--- src/hdl/mpu_defs.svh ---
// i/o map constants, block codes live in address bits 15..12 and only two blocks are decoded
`ifndef MPU_DEFS_SVH
`define MPU_DEFS_SVH

// ==========================================================
// i/o window
// ==========================================================

// upper address byte of the i/o window, compared with adr[31:24]
`define MPU_IO_BASE 8'hFE

// block codes in adr[15:12]
`define MPU_PIT_BLOCK 4'h0
`define MPU_PIC_BLOCK 4'h1

// ==========================================================
// block sizes
// ==========================================================

// interval timer channels
`define MPU_PIT_CHANNELS 4

// interrupt sources, source 0 is reserved and never raises
`define MPU_PIC_SOURCES 32

// first source used by the timer
// channel k raises source MPU_PIT_SRC_BASE+k
`define MPU_PIT_SRC_BASE 28

`endif
--- src/hdl/mpu_pkg.sv ---
// shared bus and timer types, all 32-bit, the timer union only overlays one written data word
`include "mpu_defs.svh"

package mpu_pkg;

	// ==========================================================
	// bus words
	// ==========================================================

	// bus data word
	typedef logic [31:0] word_t;

	// bus address
	typedef logic [31:0] addr_t;

	// interrupt source number
	// zero doubles as "no source" since source 0 never raises
	typedef logic [$clog2(`MPU_PIC_SOURCES)-1:0] irq_src_t;

	// ==========================================================
	// timer register views
	// ==========================================================

	// channel control word
	// bit 0 enable, bit 1 auto-reload, bit 2 gate-enable
	typedef struct packed {
		logic [28:0] rsvd;
		logic        gate_en;
		logic        auto_reload;
		logic        enable;
	} pit_ctrl_t;

	// one written word seen two ways
	// count view for the reload register, ctrl view for the control register
	typedef union packed {
		word_t     count;
		pit_ctrl_t ctrl;
	} pit_word_u;

endpackage

--- src/hdl/mpu_top.sv ---
// i/o subsystem top, single-cycle strobe bus with no back-pressure, one response per strobe
`timescale 1ns/100ps
`include "mpu_defs.svh"

module mpu_top
(
	input  logic                          clk_i,
	input  logic                          arst_n_i,
	// bus request
	input  logic                          req_stb_i,
	input  logic                          req_we_i,
	input  mpu_pkg::addr_t                req_adr_i,
	input  mpu_pkg::word_t                req_dat_i,
	// bus response
	output logic                          resp_ack_o,
	output logic                          resp_err_o,
	output mpu_pkg::word_t                resp_dat_o,
	// external interrupts and timer pins
	input  logic [`MPU_PIC_SOURCES-1:0]  irq_bus_i,
	input  logic [`MPU_PIT_CHANNELS-1:0] tmr_clk_i,
	input  logic [`MPU_PIT_CHANNELS-1:0] tmr_gate_i,
	output logic [`MPU_PIT_CHANNELS-1:0] tmr_out_o,
	// to the processor
	output logic                          irq_o,
	output mpu_pkg::irq_src_t             cause_o
);

	import mpu_pkg::*;

	logic                         pit_stb;
	logic                         pic_stb;
	word_t                        pit_rdat;
	word_t                        pic_rdat;
	logic [`MPU_PIT_CHANNELS-1:0] timer_irq;

	// ==========================================================
	// decode and response
	// ==========================================================

	mpu_io_fabric u_fabric
	(
		.clk_i      (clk_i),
		.arst_n_i   (arst_n_i),
		.req_stb_i  (req_stb_i),
		.req_we_i   (req_we_i),
		.req_adr_i  (req_adr_i),
		.pit_stb_o  (pit_stb),
		.pic_stb_o  (pic_stb),
		.pit_rdat_i (pit_rdat),
		.pic_rdat_i (pic_rdat),
		.resp_ack_o (resp_ack_o),
		.resp_err_o (resp_err_o),
		.resp_dat_o (resp_dat_o)
	);

	// ==========================================================
	// blocks
	// ==========================================================

	// both blocks see the low 12 address bits as offset
	mpu_pit u_pit
	(
		.clk_i       (clk_i),
		.arst_n_i    (arst_n_i),
		.stb_i       (pit_stb),
		.we_i        (req_we_i),
		.ofs_i       (req_adr_i[11:0]),
		.wdat_i      (req_dat_i),
		.rdat_o      (pit_rdat),
		.tmr_clk_i   (tmr_clk_i),
		.tmr_gate_i  (tmr_gate_i),
		.tmr_out_o   (tmr_out_o),
		.timer_irq_o (timer_irq)
	);

	mpu_pic u_pic
	(
		.clk_i       (clk_i),
		.arst_n_i    (arst_n_i),
		.stb_i       (pic_stb),
		.we_i        (req_we_i),
		.ofs_i       (req_adr_i[11:0]),
		.wdat_i      (req_dat_i),
		.rdat_o      (pic_rdat),
		.ext_irq_i   (irq_bus_i),
		.timer_irq_i (timer_irq),
		.irq_o       (irq_o),
		.cause_o     (cause_o)
	);

endmodule

--- src/hdl/mpu_pic.sv ---
// interrupt controller, edge triggered only, source 0 never raises, no priority levels beyond number
`timescale 1ns/100ps
`include "mpu_defs.svh"

module mpu_pic
(
	input  logic                          clk_i,
	input  logic                          arst_n_i,
	input  logic                          stb_i,
	input  logic                          we_i,
	input  logic [11:0]                   ofs_i,
	input  mpu_pkg::word_t                wdat_i,
	output mpu_pkg::word_t                rdat_o,
	input  logic [`MPU_PIC_SOURCES-1:0]  ext_irq_i,
	input  logic [`MPU_PIT_CHANNELS-1:0] timer_irq_i,
	output logic                          irq_o,
	output mpu_pkg::irq_src_t             cause_o
);

	import mpu_pkg::*;

	logic [`MPU_PIC_SOURCES-1:0] src_w;
	logic [`MPU_PIC_SOURCES-1:0] src_q;
	logic [`MPU_PIC_SOURCES-1:0] rise_q;
	logic [`MPU_PIC_SOURCES-1:0] enable_q;
	logic [`MPU_PIC_SOURCES-1:0] pending_q;
	logic [`MPU_PIC_SOURCES-1:0] active;
	logic [`MPU_PIC_SOURCES-1:0] clr_mask;
	logic                        ofs_hit;
	logic                        wr_en;
	logic                        wr_clr;
	irq_src_t                    cause_d;

	// ==========================================================
	// source merge and edge detect
	// ==========================================================

	// timer pulses land on the top sources
	always_comb
	begin
		src_w = ext_irq_i;
		src_w[`MPU_PIT_SRC_BASE +: `MPU_PIT_CHANNELS] =
			ext_irq_i[`MPU_PIT_SRC_BASE +: `MPU_PIT_CHANNELS] | timer_irq_i;
		// source 0 means "none"
		src_w[0] = 1'b0;
	end

	// registered rising edge
	always_ff @(posedge clk_i or negedge arst_n_i)
	if (!arst_n_i)
	begin
		src_q  <= '0;
		rise_q <= '0;
	end
	else
	begin
		src_q  <= src_w;
		rise_q <= src_w & ~src_q;
	end

	// ==========================================================
	// register access
	// ==========================================================

	// four words at 0, 4, 8 and C
	assign ofs_hit = (ofs_i[11:4] == '0) && (ofs_i[1:0] == 2'b00);
	assign wr_en   = stb_i && we_i && ofs_hit && (ofs_i[3:2] == 2'd0);
	assign wr_clr  = stb_i && we_i && ofs_hit && (ofs_i[3:2] == 2'd2);

	// write-one-to-clear mask
	assign clr_mask = wr_clr ? wdat_i : '0;

	// enable holds all 32 bits as written
	// a new edge wins over a clear in the same cycle
	always_ff @(posedge clk_i or negedge arst_n_i)
	if (!arst_n_i)
	begin
		enable_q  <= '0;
		pending_q <= '0;
	end
	else
	begin
		if (wr_en)
			enable_q <= wdat_i;
		pending_q <= (pending_q & ~clr_mask) | rise_q;
	end

	// read mux, clear reads back zero
	always_comb
	begin
		rdat_o = '0;
		if (ofs_hit)
		begin
			case (ofs_i[3:2])
			2'd0: rdat_o = enable_q;
			2'd1: rdat_o = pending_q;
			2'd3: rdat_o = word_t'(cause_o);
			default: rdat_o = '0;
			endcase
		end
	end

	// ==========================================================
	// request and cause
	// ==========================================================

	assign active = pending_q & enable_q;

	// highest numbered active source
	// bit 0 is skipped, it can never be pending
	always_comb
	begin
		cause_d = '0;
		for (int i = 1; i < `MPU_PIC_SOURCES; i++)
			if (active[i])
				cause_d = irq_src_t'(i);
	end

	// irq and cause move together so they always agree
	always_ff @(posedge clk_i or negedge arst_n_i)
	if (!arst_n_i)
	begin
		irq_o   <= 1'b0;
		cause_o <= '0;
	end
	else
	begin
		irq_o   <= |active;
		cause_o <= cause_d;
	end

endmodule

--- src/hdl/mpu_pit.sv ---
// interval timer, channel k at offsets 8k and 8k+4, external clocks are slow against clk_i
`timescale 1ns/100ps
`include "mpu_defs.svh"

module mpu_pit
(
	input  logic                          clk_i,
	input  logic                          arst_n_i,
	input  logic                          stb_i,
	input  logic                          we_i,
	input  logic [11:0]                   ofs_i,
	input  mpu_pkg::word_t                wdat_i,
	output mpu_pkg::word_t                rdat_o,
	input  logic [`MPU_PIT_CHANNELS-1:0] tmr_clk_i,
	input  logic [`MPU_PIT_CHANNELS-1:0] tmr_gate_i,
	output logic [`MPU_PIT_CHANNELS-1:0] tmr_out_o,
	output logic [`MPU_PIT_CHANNELS-1:0] timer_irq_o
);

	import mpu_pkg::*;

	localparam int CH_W = $clog2(`MPU_PIT_CHANNELS);

	pit_word_u                    wd;
	pit_ctrl_t                    ctrl_wr;
	logic                         ofs_hit;
	logic                         wr_hit;
	logic [CH_W-1:0]              ch_sel;
	logic [`MPU_PIT_CHANNELS-1:0] clk_s1, clk_s2, clk_s3;
	logic [`MPU_PIT_CHANNELS-1:0] gate_s1, gate_s2;
	logic [`MPU_PIT_CHANNELS-1:0] clk_rise;
	word_t                        count_rd [`MPU_PIT_CHANNELS];
	pit_ctrl_t                    ctrl_rd [`MPU_PIT_CHANNELS];

	// ==========================================================
	// register decode
	// ==========================================================

	// 8 bytes per channel, anything above the last channel reads zero
	assign ofs_hit = (ofs_i[11:3+CH_W] == '0) && (ofs_i[1:0] == 2'b00);
	assign ch_sel  = ofs_i[3 +: CH_W];
	assign wr_hit  = stb_i && we_i && ofs_hit;

	// written word, decoded by offset into count or ctrl
	assign wd = wdat_i;

	// keep only the defined control bits
	always_comb
	begin
		ctrl_wr             = '0;
		ctrl_wr.enable      = wd.ctrl.enable;
		ctrl_wr.auto_reload = wd.ctrl.auto_reload;
		ctrl_wr.gate_en     = wd.ctrl.gate_en;
	end

	// read mux
	// ofs bit 2 picks control over count
	always_comb
	begin
		rdat_o = '0;
		if (ofs_hit)
			rdat_o = ofs_i[2] ? word_t'(ctrl_rd[ch_sel]) : count_rd[ch_sel];
	end

	// ==========================================================
	// external clock and gate synchronizers
	// ==========================================================

	always_ff @(posedge clk_i or negedge arst_n_i)
	if (!arst_n_i)
	begin
		clk_s1  <= '0;
		clk_s2  <= '0;
		clk_s3  <= '0;
		gate_s1 <= '0;
		gate_s2 <= '0;
	end
	else
	begin
		clk_s1  <= tmr_clk_i;
		clk_s2  <= clk_s1;
		clk_s3  <= clk_s2;
		gate_s1 <= tmr_gate_i;
		gate_s2 <= gate_s1;
	end

	// one-cycle rise of each synchronized clock
	assign clk_rise = clk_s2 & ~clk_s3;

	// ==========================================================
	// channels
	// ==========================================================

	for (genvar k = 0; k < `MPU_PIT_CHANNELS; k++)
	begin : g_ch
		pit_ctrl_t ctrl_q;
		word_t     reload_q;
		word_t     count_q;
		logic      wr_reload;
		logic      wr_ctrl;
		logic      tick;
		logic      expire;
		logic      out_q;
		logic      irq_q;

		assign wr_reload = wr_hit && (ch_sel == CH_W'(k)) && !ofs_i[2];
		assign wr_ctrl   = wr_hit && (ch_sel == CH_W'(k)) && ofs_i[2];

		// count only when enabled and, with gate-enable, while the gate is high
		assign tick = clk_rise[k] && ctrl_q.enable && (!ctrl_q.gate_en || gate_s2[k]);

		// step from 1 to 0, a reload write in the same cycle takes precedence
		assign expire = tick && !wr_reload && (count_q == word_t'(1));

		always_ff @(posedge clk_i or negedge arst_n_i)
		if (!arst_n_i)
		begin
			ctrl_q  <= '0;
			count_q <= '0;
			out_q   <= 1'b0;
			irq_q   <= 1'b0;
		end
		else
		begin
			irq_q <= expire;
			if (wr_ctrl)
				ctrl_q <= ctrl_wr;
			// reload write loads the counter too
			if (wr_reload)
				count_q <= wd.count;
			else if (expire)
				count_q <= ctrl_q.auto_reload ? reload_q : '0;
			else if (tick && (count_q != '0))
				count_q <= count_q - word_t'(1);
			if (expire)
				out_q <= ~out_q;
		end

		always_ff @(posedge clk_i)
		if (wr_reload)
			reload_q <= wd.count;

		assign count_rd[k]    = count_q;
		assign ctrl_rd[k]     = ctrl_q;
		assign tmr_out_o[k]   = out_q;
		assign timer_irq_o[k] = irq_q;
	end

endmodule

--- src/hdl/mpu_io_fabric.sv ---
// i/o fabric, adr[23:16] is not decoded and every strobe gets exactly one response next cycle
`timescale 1ns/100ps
`include "mpu_defs.svh"

module mpu_io_fabric
(
	input  logic          clk_i,
	input  logic          arst_n_i,
	input  logic          req_stb_i,
	input  logic          req_we_i,
	input  mpu_pkg::addr_t req_adr_i,
	output logic          pit_stb_o,
	output logic          pic_stb_o,
	input  mpu_pkg::word_t pit_rdat_i,
	input  mpu_pkg::word_t pic_rdat_i,
	output logic          resp_ack_o,
	output logic          resp_err_o,
	output mpu_pkg::word_t resp_dat_o
);

	import mpu_pkg::*;

	logic  win_hit;
	logic  pit_sel;
	logic  pic_sel;
	word_t dat_d;

	// window and block decode
	assign win_hit = (req_adr_i[31:24] == `MPU_IO_BASE);
	assign pit_sel = win_hit && (req_adr_i[15:12] == `MPU_PIT_BLOCK);
	assign pic_sel = win_hit && (req_adr_i[15:12] == `MPU_PIC_BLOCK);

	// at most one block sees the strobe
	assign pit_stb_o = req_stb_i && pit_sel;
	assign pic_stb_o = req_stb_i && pic_sel;

	// read data mux
	// write responses and unmapped accesses carry zero data
	always_comb
	begin
		dat_d = '0;
		if (!req_we_i && pit_sel)
			dat_d = pit_rdat_i;
		else if (!req_we_i && pic_sel)
			dat_d = pic_rdat_i;
	end

	// ack and error, one cycle after the strobe
	always_ff @(posedge clk_i or negedge arst_n_i)
	if (!arst_n_i)
	begin
		resp_ack_o <= 1'b0;
		resp_err_o <= 1'b0;
	end
	else
	begin
		resp_ack_o <= req_stb_i;
		// nothing mapped at this address
		resp_err_o <= req_stb_i && !(pit_sel || pic_sel);
	end

	// response data only moves on a strobe
	always_ff @(posedge clk_i)
	if (req_stb_i)
		resp_dat_o <= dat_d;

endmodule

--- config.mk ---
export PLATFORM = sky130hd
export DESIGN_NAME = mpu_top
export DESIGN_NICKNAME = d
export VERILOG_FILES = /design/src/hdl/mpu_pkg.sv /design/src/hdl/mpu_top.sv /design/src/hdl/mpu_pic.sv /design/src/hdl/mpu_pit.sv /design/src/hdl/mpu_io_fabric.sv
export VERILOG_INCLUDE_DIRS = /design/src /design/src/hdl
export SDC_FILE = /design/constraint.sdc
export NUM_CORES = 1
export LEC_CHECK = 0
export ABC_AREA = 1
export BUFFER_PORTS_ARGS = -buffer_cell sky130_fd_sc_hd__buf_2
export CAP_MARGIN = 20
export CORE_MARGIN = 10
export CORE_UTILIZATION = 55
export CTS_BUF_LIST = sky130_fd_sc_hd__clkbuf_8
export DETAILED_ROUTE_END_ITERATION = 16
export PLACE_DENSITY = 0.71
export SLEW_MARGIN = 10
export SYNTH_ARGS = -nofsm -noshare
export SYNTH_HDL_FRONTEND = slang
export SYNTH_HIERARCHICAL = 1
export SYNTH_SLANG_ARGS = --single-unit
--- constraint.sdc ---
create_clock -name clk_i -period 2.76 [get_ports clk_i]
set_input_delay 0.276 -clock clk_i [delete_from_list [all_inputs] [get_ports clk_i]]
set_output_delay 0.276 -clock clk_i [all_outputs]
set_load 0.05 [all_outputs]
# After elaboration in Yosys (flattened, before gate mapping)
# Index checks and enable logic that the tools add are counted.
# word_totals
reg_bits	463
word_cells	211
out_inout_bits	44
# op_classes
bitwise_logic	14
magnitude_cmp	1
n_reduce_logical	78
eq_ne	12
muxes	60
addsub	4
# ops
operator	count
$mux 32	26
$bmux 32 s2	2
$eq 32x1->1 const B	4
$reduce_bool 32->1	4
$sub 32x1->32 const B	4
$and 32x32->32	3
$pmux 32 s3	1
$mux 5	16
$not 32->32	2
$logic_and 1x1->1	47
$mux 4	8
$or 32x32->32	1
$reduce_or 32->1	1
$mux 3	4
$reduce_bool 3->1	4
$logic_not 1->1	11
$eq 2x2->1 const B	4
$eq 8x8->1 const B	1
$logic_not 8->1	1
$logic_not 7->1	1
$logic_not 2->1	3
$logic_or 1x1->1	5
$and 4x4->4	1
$eq 2x1->1 const B	2
other kinds (9)	13

# Logic depth before layout (Yosys ltp)
# depth
word_depth	32
mapped_depth	32
ltp_nobuf	32

# Hierarchy
# The synthesis kept the hierarchy.
# by_module_without_submodules
mod	seq_area_each_um2	instances	cells_per_inst	area_per_inst_um2
mpu_pit	8047.7	1	2617	18910.6
mpu_pic	3303.2	1	639	5400.2
mpu_io_fabric	1011.0	1	164	1665.3

# Worst setup path after synthesis
# No wires, ideal clock.
# synth_timing
path_kind	in2reg
from	input req_adr_i[15]
to	register u_pit.g_ch[2].reload_q[0] (enable)
path_buffers	1
arrival_ns	2.065
path_stages	10
t_required_ns	2.383
setup_slack_ns	0.318
path_cell_list	inv_1 > nand2_1 > nor2_2 > nand3_2 > nor3b_1 > nand2_1 > inv_1 > nand3_1 > nor2_4 > buf_2
# synth_between
elab_chain_cells	7
# synth_rtl
item	line	text
from (decl)	mpu_top.sv:12	input mpu_pkg::addr_t req_adr_i,
$logic_not 4->1 (no line)	-	
$logic_and 1x1->1	mpu_io_fabric.sv:30	assign pit_sel = win_hit && (req_adr_i[15:12] == `MPU_PIT_BLOCK);
$logic_and 1x1->1	mpu_io_fabric.sv:34	assign pit_stb_o = req_stb_i && pit_sel;
net pit_stb	mpu_top.sv:30	logic pit_stb;
$logic_and 1x1->1 (2 in a row)	mpu_pit.sv:42	assign wr_hit = stb_i && we_i && ofs_hit;
$logic_and 1x1->1 (2 in a row)	mpu_pit.sv:106	assign wr_reload = wr_hit && (ch_sel == CH_W'(k)) && !ofs_i[2];
net u_pit.g_ch[2].wr_reload	mpu_pit.sv:99	logic wr_reload;
to (signal assigned)	mpu_pit.sv:141	reload_q <= wd.count;
to (decl)	mpu_pit.sv:97	word_t reload_q;
# The timed path passes the listed nets, and every way through them passes these cells.
# A chain may end at the register's enable or synchronous reset.

# Final worst setup path
# layout_timing
from	register u_pic.enable_q[1]
to	register u_pic.cause_o[0]
# layout_between
elab_chain_cells	32
# layout_rtl
item	line	text
from (decl)	mpu_pic.sv:25	logic [`MPU_PIC_SOURCES-1:0] enable_q;
from (signal assigned)	mpu_pic.sv:84	enable_q <= wdat_i;
$and 32x32->32	mpu_pic.sv:107	assign active = pending_q & enable_q;
$mux 1	mpu_pic.sv:115	if (active[i])
$mux 2 (2 in a row)	mpu_pic.sv:115	
$mux 3 (4 in a row)	mpu_pic.sv:115	
$mux 4 (8 in a row)	mpu_pic.sv:115	
$mux 5 (16 in a row)	mpu_pic.sv:115	
net u_pic.cause_d[0]	mpu_pic.sv:32	irq_src_t cause_d;
to (signal assigned)	mpu_pic.sv:129	cause_o <= cause_d;
to (decl)	mpu_pic.sv:17	output mpu_pkg::irq_src_t cause_o
# The timed path passes the listed nets, and every way through them passes these cells.

==> flow_summary_export.csv <==
group,metric,value,unit
outcome,outcome,"finished clean",
grt,grt_pass1_vias,23620,
place,dp_hpwl,70860,um
place,dp_cells,4118,
detailed_routing,drt-pass1-iter-count,7,
worst_setup_path,cp_top_family,"simple AND/OR/NAND/NOR gates",
power_and_ir_drop,peakVddDrop,0.0004326,V
timing,fmax,0.4037,GHz
die,start_util,55.68,%
detailed_routing,routed_wl,99360,um
cts,clk_latency,0.67,ns
cts,root_buffer,"clkbuf_8",
synthesis,yosysTopAreaCell,"dfrtp_1",
worst_setup_path,cp_common_cell,"nand2_1",
timing,fin_crit,2.477,ns
detailed_routing,viasPerCell,5.732,
timing,hold_violations,0,
layout,area_growth,13.90,%
die,die_x,237.3,um
place,pre_cts_ws,0.1347,ns
worst_setup_path,startpoint_type,"flop",
layout,drive_gt1_share,13.19,%
detailed_routing,vias,24740,
detailed_routing,wl_per_cell,23.02,um
power_and_ir_drop,p_sw,3.654,mW
power_and_ir_drop,power_frac_comb,5.9,%
worst_setup_path,cp_max_fo,3,
worst_setup_path,max_stage_delay,0.39,ns
timing,skew,0.02863,ns
synthesis,avgSynthCellArea,7.595,um2
die,fp-row-count,79,
die,io_pins,152,
grt,grt_pass1_wl,147000,um
synthesis,syn_area,25980,um2
synthesis,synth_top_area_share,29.09,%
power_and_ir_drop,p_leak,13.85,nW
synthesis,synthFlopType,"dfrtp_1",
power_and_ir_drop,powerDensity,487.6,nW/um2
timing,setup_viol,0,
power_and_ir_drop,p_total,14.43,mW
detailed_routing,drc,0,
min_path,hold_path_class,"in -> reg",
cts,cts_sinks,462,
place,place_area,27480,um2
cts,cts_tree,"built",
cts,path_clk_slew,0.06,ns
worst_setup_path,cp_slowest_cell,"dfrtp_1",
cts,htree_num_levels,3,
layout,nets,3757,
synthesis,ys_async_sr_fraction,65.37,%
worst_setup_path,path_class,"reg -> reg",
synthesis,synth-seq-area-share,47.59,%
grt,overflow,0,
timing,max_slew_margin,44.35,%
timing,drv_slew,0,
cts,numCtsBuffers,80,
synthesis,yosys_warnings,6,
detailed_routing,drtIter0Drc,3253,
place,portBuffers,142,
cts,postCtsSetupBuffers,0,
worst_setup_path,cp.required,3.31,ns
die,dieArea,56320,um2
cts,cts.path.max_buffers,3,
layout,stdcell_area,29590,um2
synthesis,synthTopCellsByArea,"dfrtp_1 29%, edfxtp_1 18%, nand2_1 16%",
grt,grt_antenna_before_repair,7,
power_and_ir_drop,p_int,10.77,mW
power_and_ir_drop,clkPwrFrac,44.2,%
grt,grt_use_total,34.80,%
timing,worstMarginPinSlew,0.8260,ns
worst_setup_path,crit_buf_inv,1,
place,gp_routability_congestion,1.071,
power_and_ir_drop,sequentialPowerShare,49.9,%
synthesis,ys_ff_latch,462,
timing,setup_slack,0.2827,ns
synthesis,synth.net_count,3536,
timing,setup_tns,0,ns
layout,final_cells,4316,
grt,grt_max_degree,72,
job,maxCapViolCount,0,
timing,finalCritPeriodShare,89.76,%
worst_setup_path,critPathCaptureType,"flop",
detailed_routing,ant_nets,0,
die,coreArea,46650,um2
synthesis,synthDistinctLibCells,44,
synthesis,synthCells,3420,
worst_setup_path,cp_data_arrival_time,3.03,ns
synthesis,synth_edf_count,160,
power_and_ir_drop,p_sw_share,25.33,%
die,die_height,237.3,um
==> worst reg2reg max path: cells and delay by family, from the launching register on <==
family	cells	cell delay, ns
DFF	1	0.39
and+or+nand+nor	31	1.93
buffers and inverters	1	0.05
==> final cells by class <==
cell class                 count  area [um2]
fill                        4157       17070
timing repair buffer         278        2074
antenna                        2       5.005
tap                          607       759.5
clock inverter                54       325.3
sequential                   462       12360
clock buffer                  94        1294
inverter                     326        1224
multi-input combinational   2493       11540
==> synth_stat cells (30+ instances only) <==
cell type  instances
nand3_1          280
a31oi_1           35
clkbuf_1          55
nand2_1         1130
a21oi_1          100
xor2_1            47
nand4_1           40
nor2_1           508
buf_2             30
inv_1            316
edfxtp_1         160
o21ai_0           54
o21ai_1           58
dfrtp_1          302
==> flip-flops by register name (all words and copies together), names as in the netlist, 5 cells and up <==
name / flops
u_pit/ctrl_rd: 12
u_pic/cause_o: 5
u_fabric/resp_dat_o: 32
u_pic/src_q: 31
u_pit/g_ch.reload_q: 128
u_pit/g_ch.count_q: 128
u_pic/enable_q: 32
u_pic/pending_q: 32
u_pic/rise_q: 31
==> metrics by stage <==
stage / hold WS [ns] / util, %
global placement: 0.3087 / 58.90
global route: 0.008951 / 63.40
floorplan: -0.01959 / -
detailed placement: 0.3062 / 58.90
CTS: 0.00007538 / 63.40
finish: 0.03774 / 63.41
==> timing repair <==
item,CTS,global route
hold buffers,48,0
hold endpoints to repair,158,0
gates resized for setup,0,1
endpoints found under the setup margin,0,1
==> per-layer routing <==
metal | track usage, % | up-vias | wire, um
li1 | - | 11370 | -
met1 | 44.30 | 11670 | 38060
met2 | 53.41 | 1437 | 44100
met3 | 8.388 | 266 | 10550
met4 | 20.53 | 4 | 6629
met5 | 0 | - | 29
==> worst paths after layout <==
kind                                   start                        end  slack (ns)  cells past startpoint
max                        u_pic/enable_q[1]           u_pic/cause_o[0]        0.28                     32
min                             req_dat_i[9]  u_pit/g_ch[3].reload_q[9]        0.04                      1
max reg2reg                u_pic/enable_q[1]           u_pic/cause_o[0]        0.28                     32
min reg2reg                 u_pit/gate_s1[3]           u_pit/gate_s2[3]        0.35                      0
max in group asynchronous           arst_n_i             u_pic/src_q[2]        1.68                      3
min in group asynchronous           arst_n_i  u_pit/g_ch[0].count_q[28]        0.19                      2
==> power groups by stage <==
stage	sequential [mW]	clock [mW]	combinational (mW)
2_1_floorplan	7.37	0	0.180
3_3_place_gp	7.32	0	0.759
3_5_place_dp	7.33	0	0.769
4_1_cts	7.20	6.43	0.823
5_1_grt	7.20	6.73	0.880
6_report	7.20	6.38	0.848
==> cells in the final DEF, fill, tap and decap left out, drive strengths merged, types with 9 or more instances in the layout <==
cell,Yosys,layout
o22ai,12,12
edfxtp,160,160
buf,81,230
a21oi,118,118
nor2,560,560
nand3,299,299
clkinv,1,17
a31oi,35,35
xor2,47,47
inv,325,356
dlygate4sd3,0,48
clkbuf,58,94
o21ai,112,112
nand4,44,44
o21bai,12,12
dfrtp,302,302
xnor2,23,23
a22oi,29,29
nor3,9,9
nand2,1162,1162
==> kinds of logic after synthesis <==
logic type	share of synthesized area (%)
simple gates	34.59
buf+inv	8.034
flops	47.59
compound gates	7.042
xor+xnor	2.360
fa+ha+maj	0.3854
(Power assumes the default switching activity.)
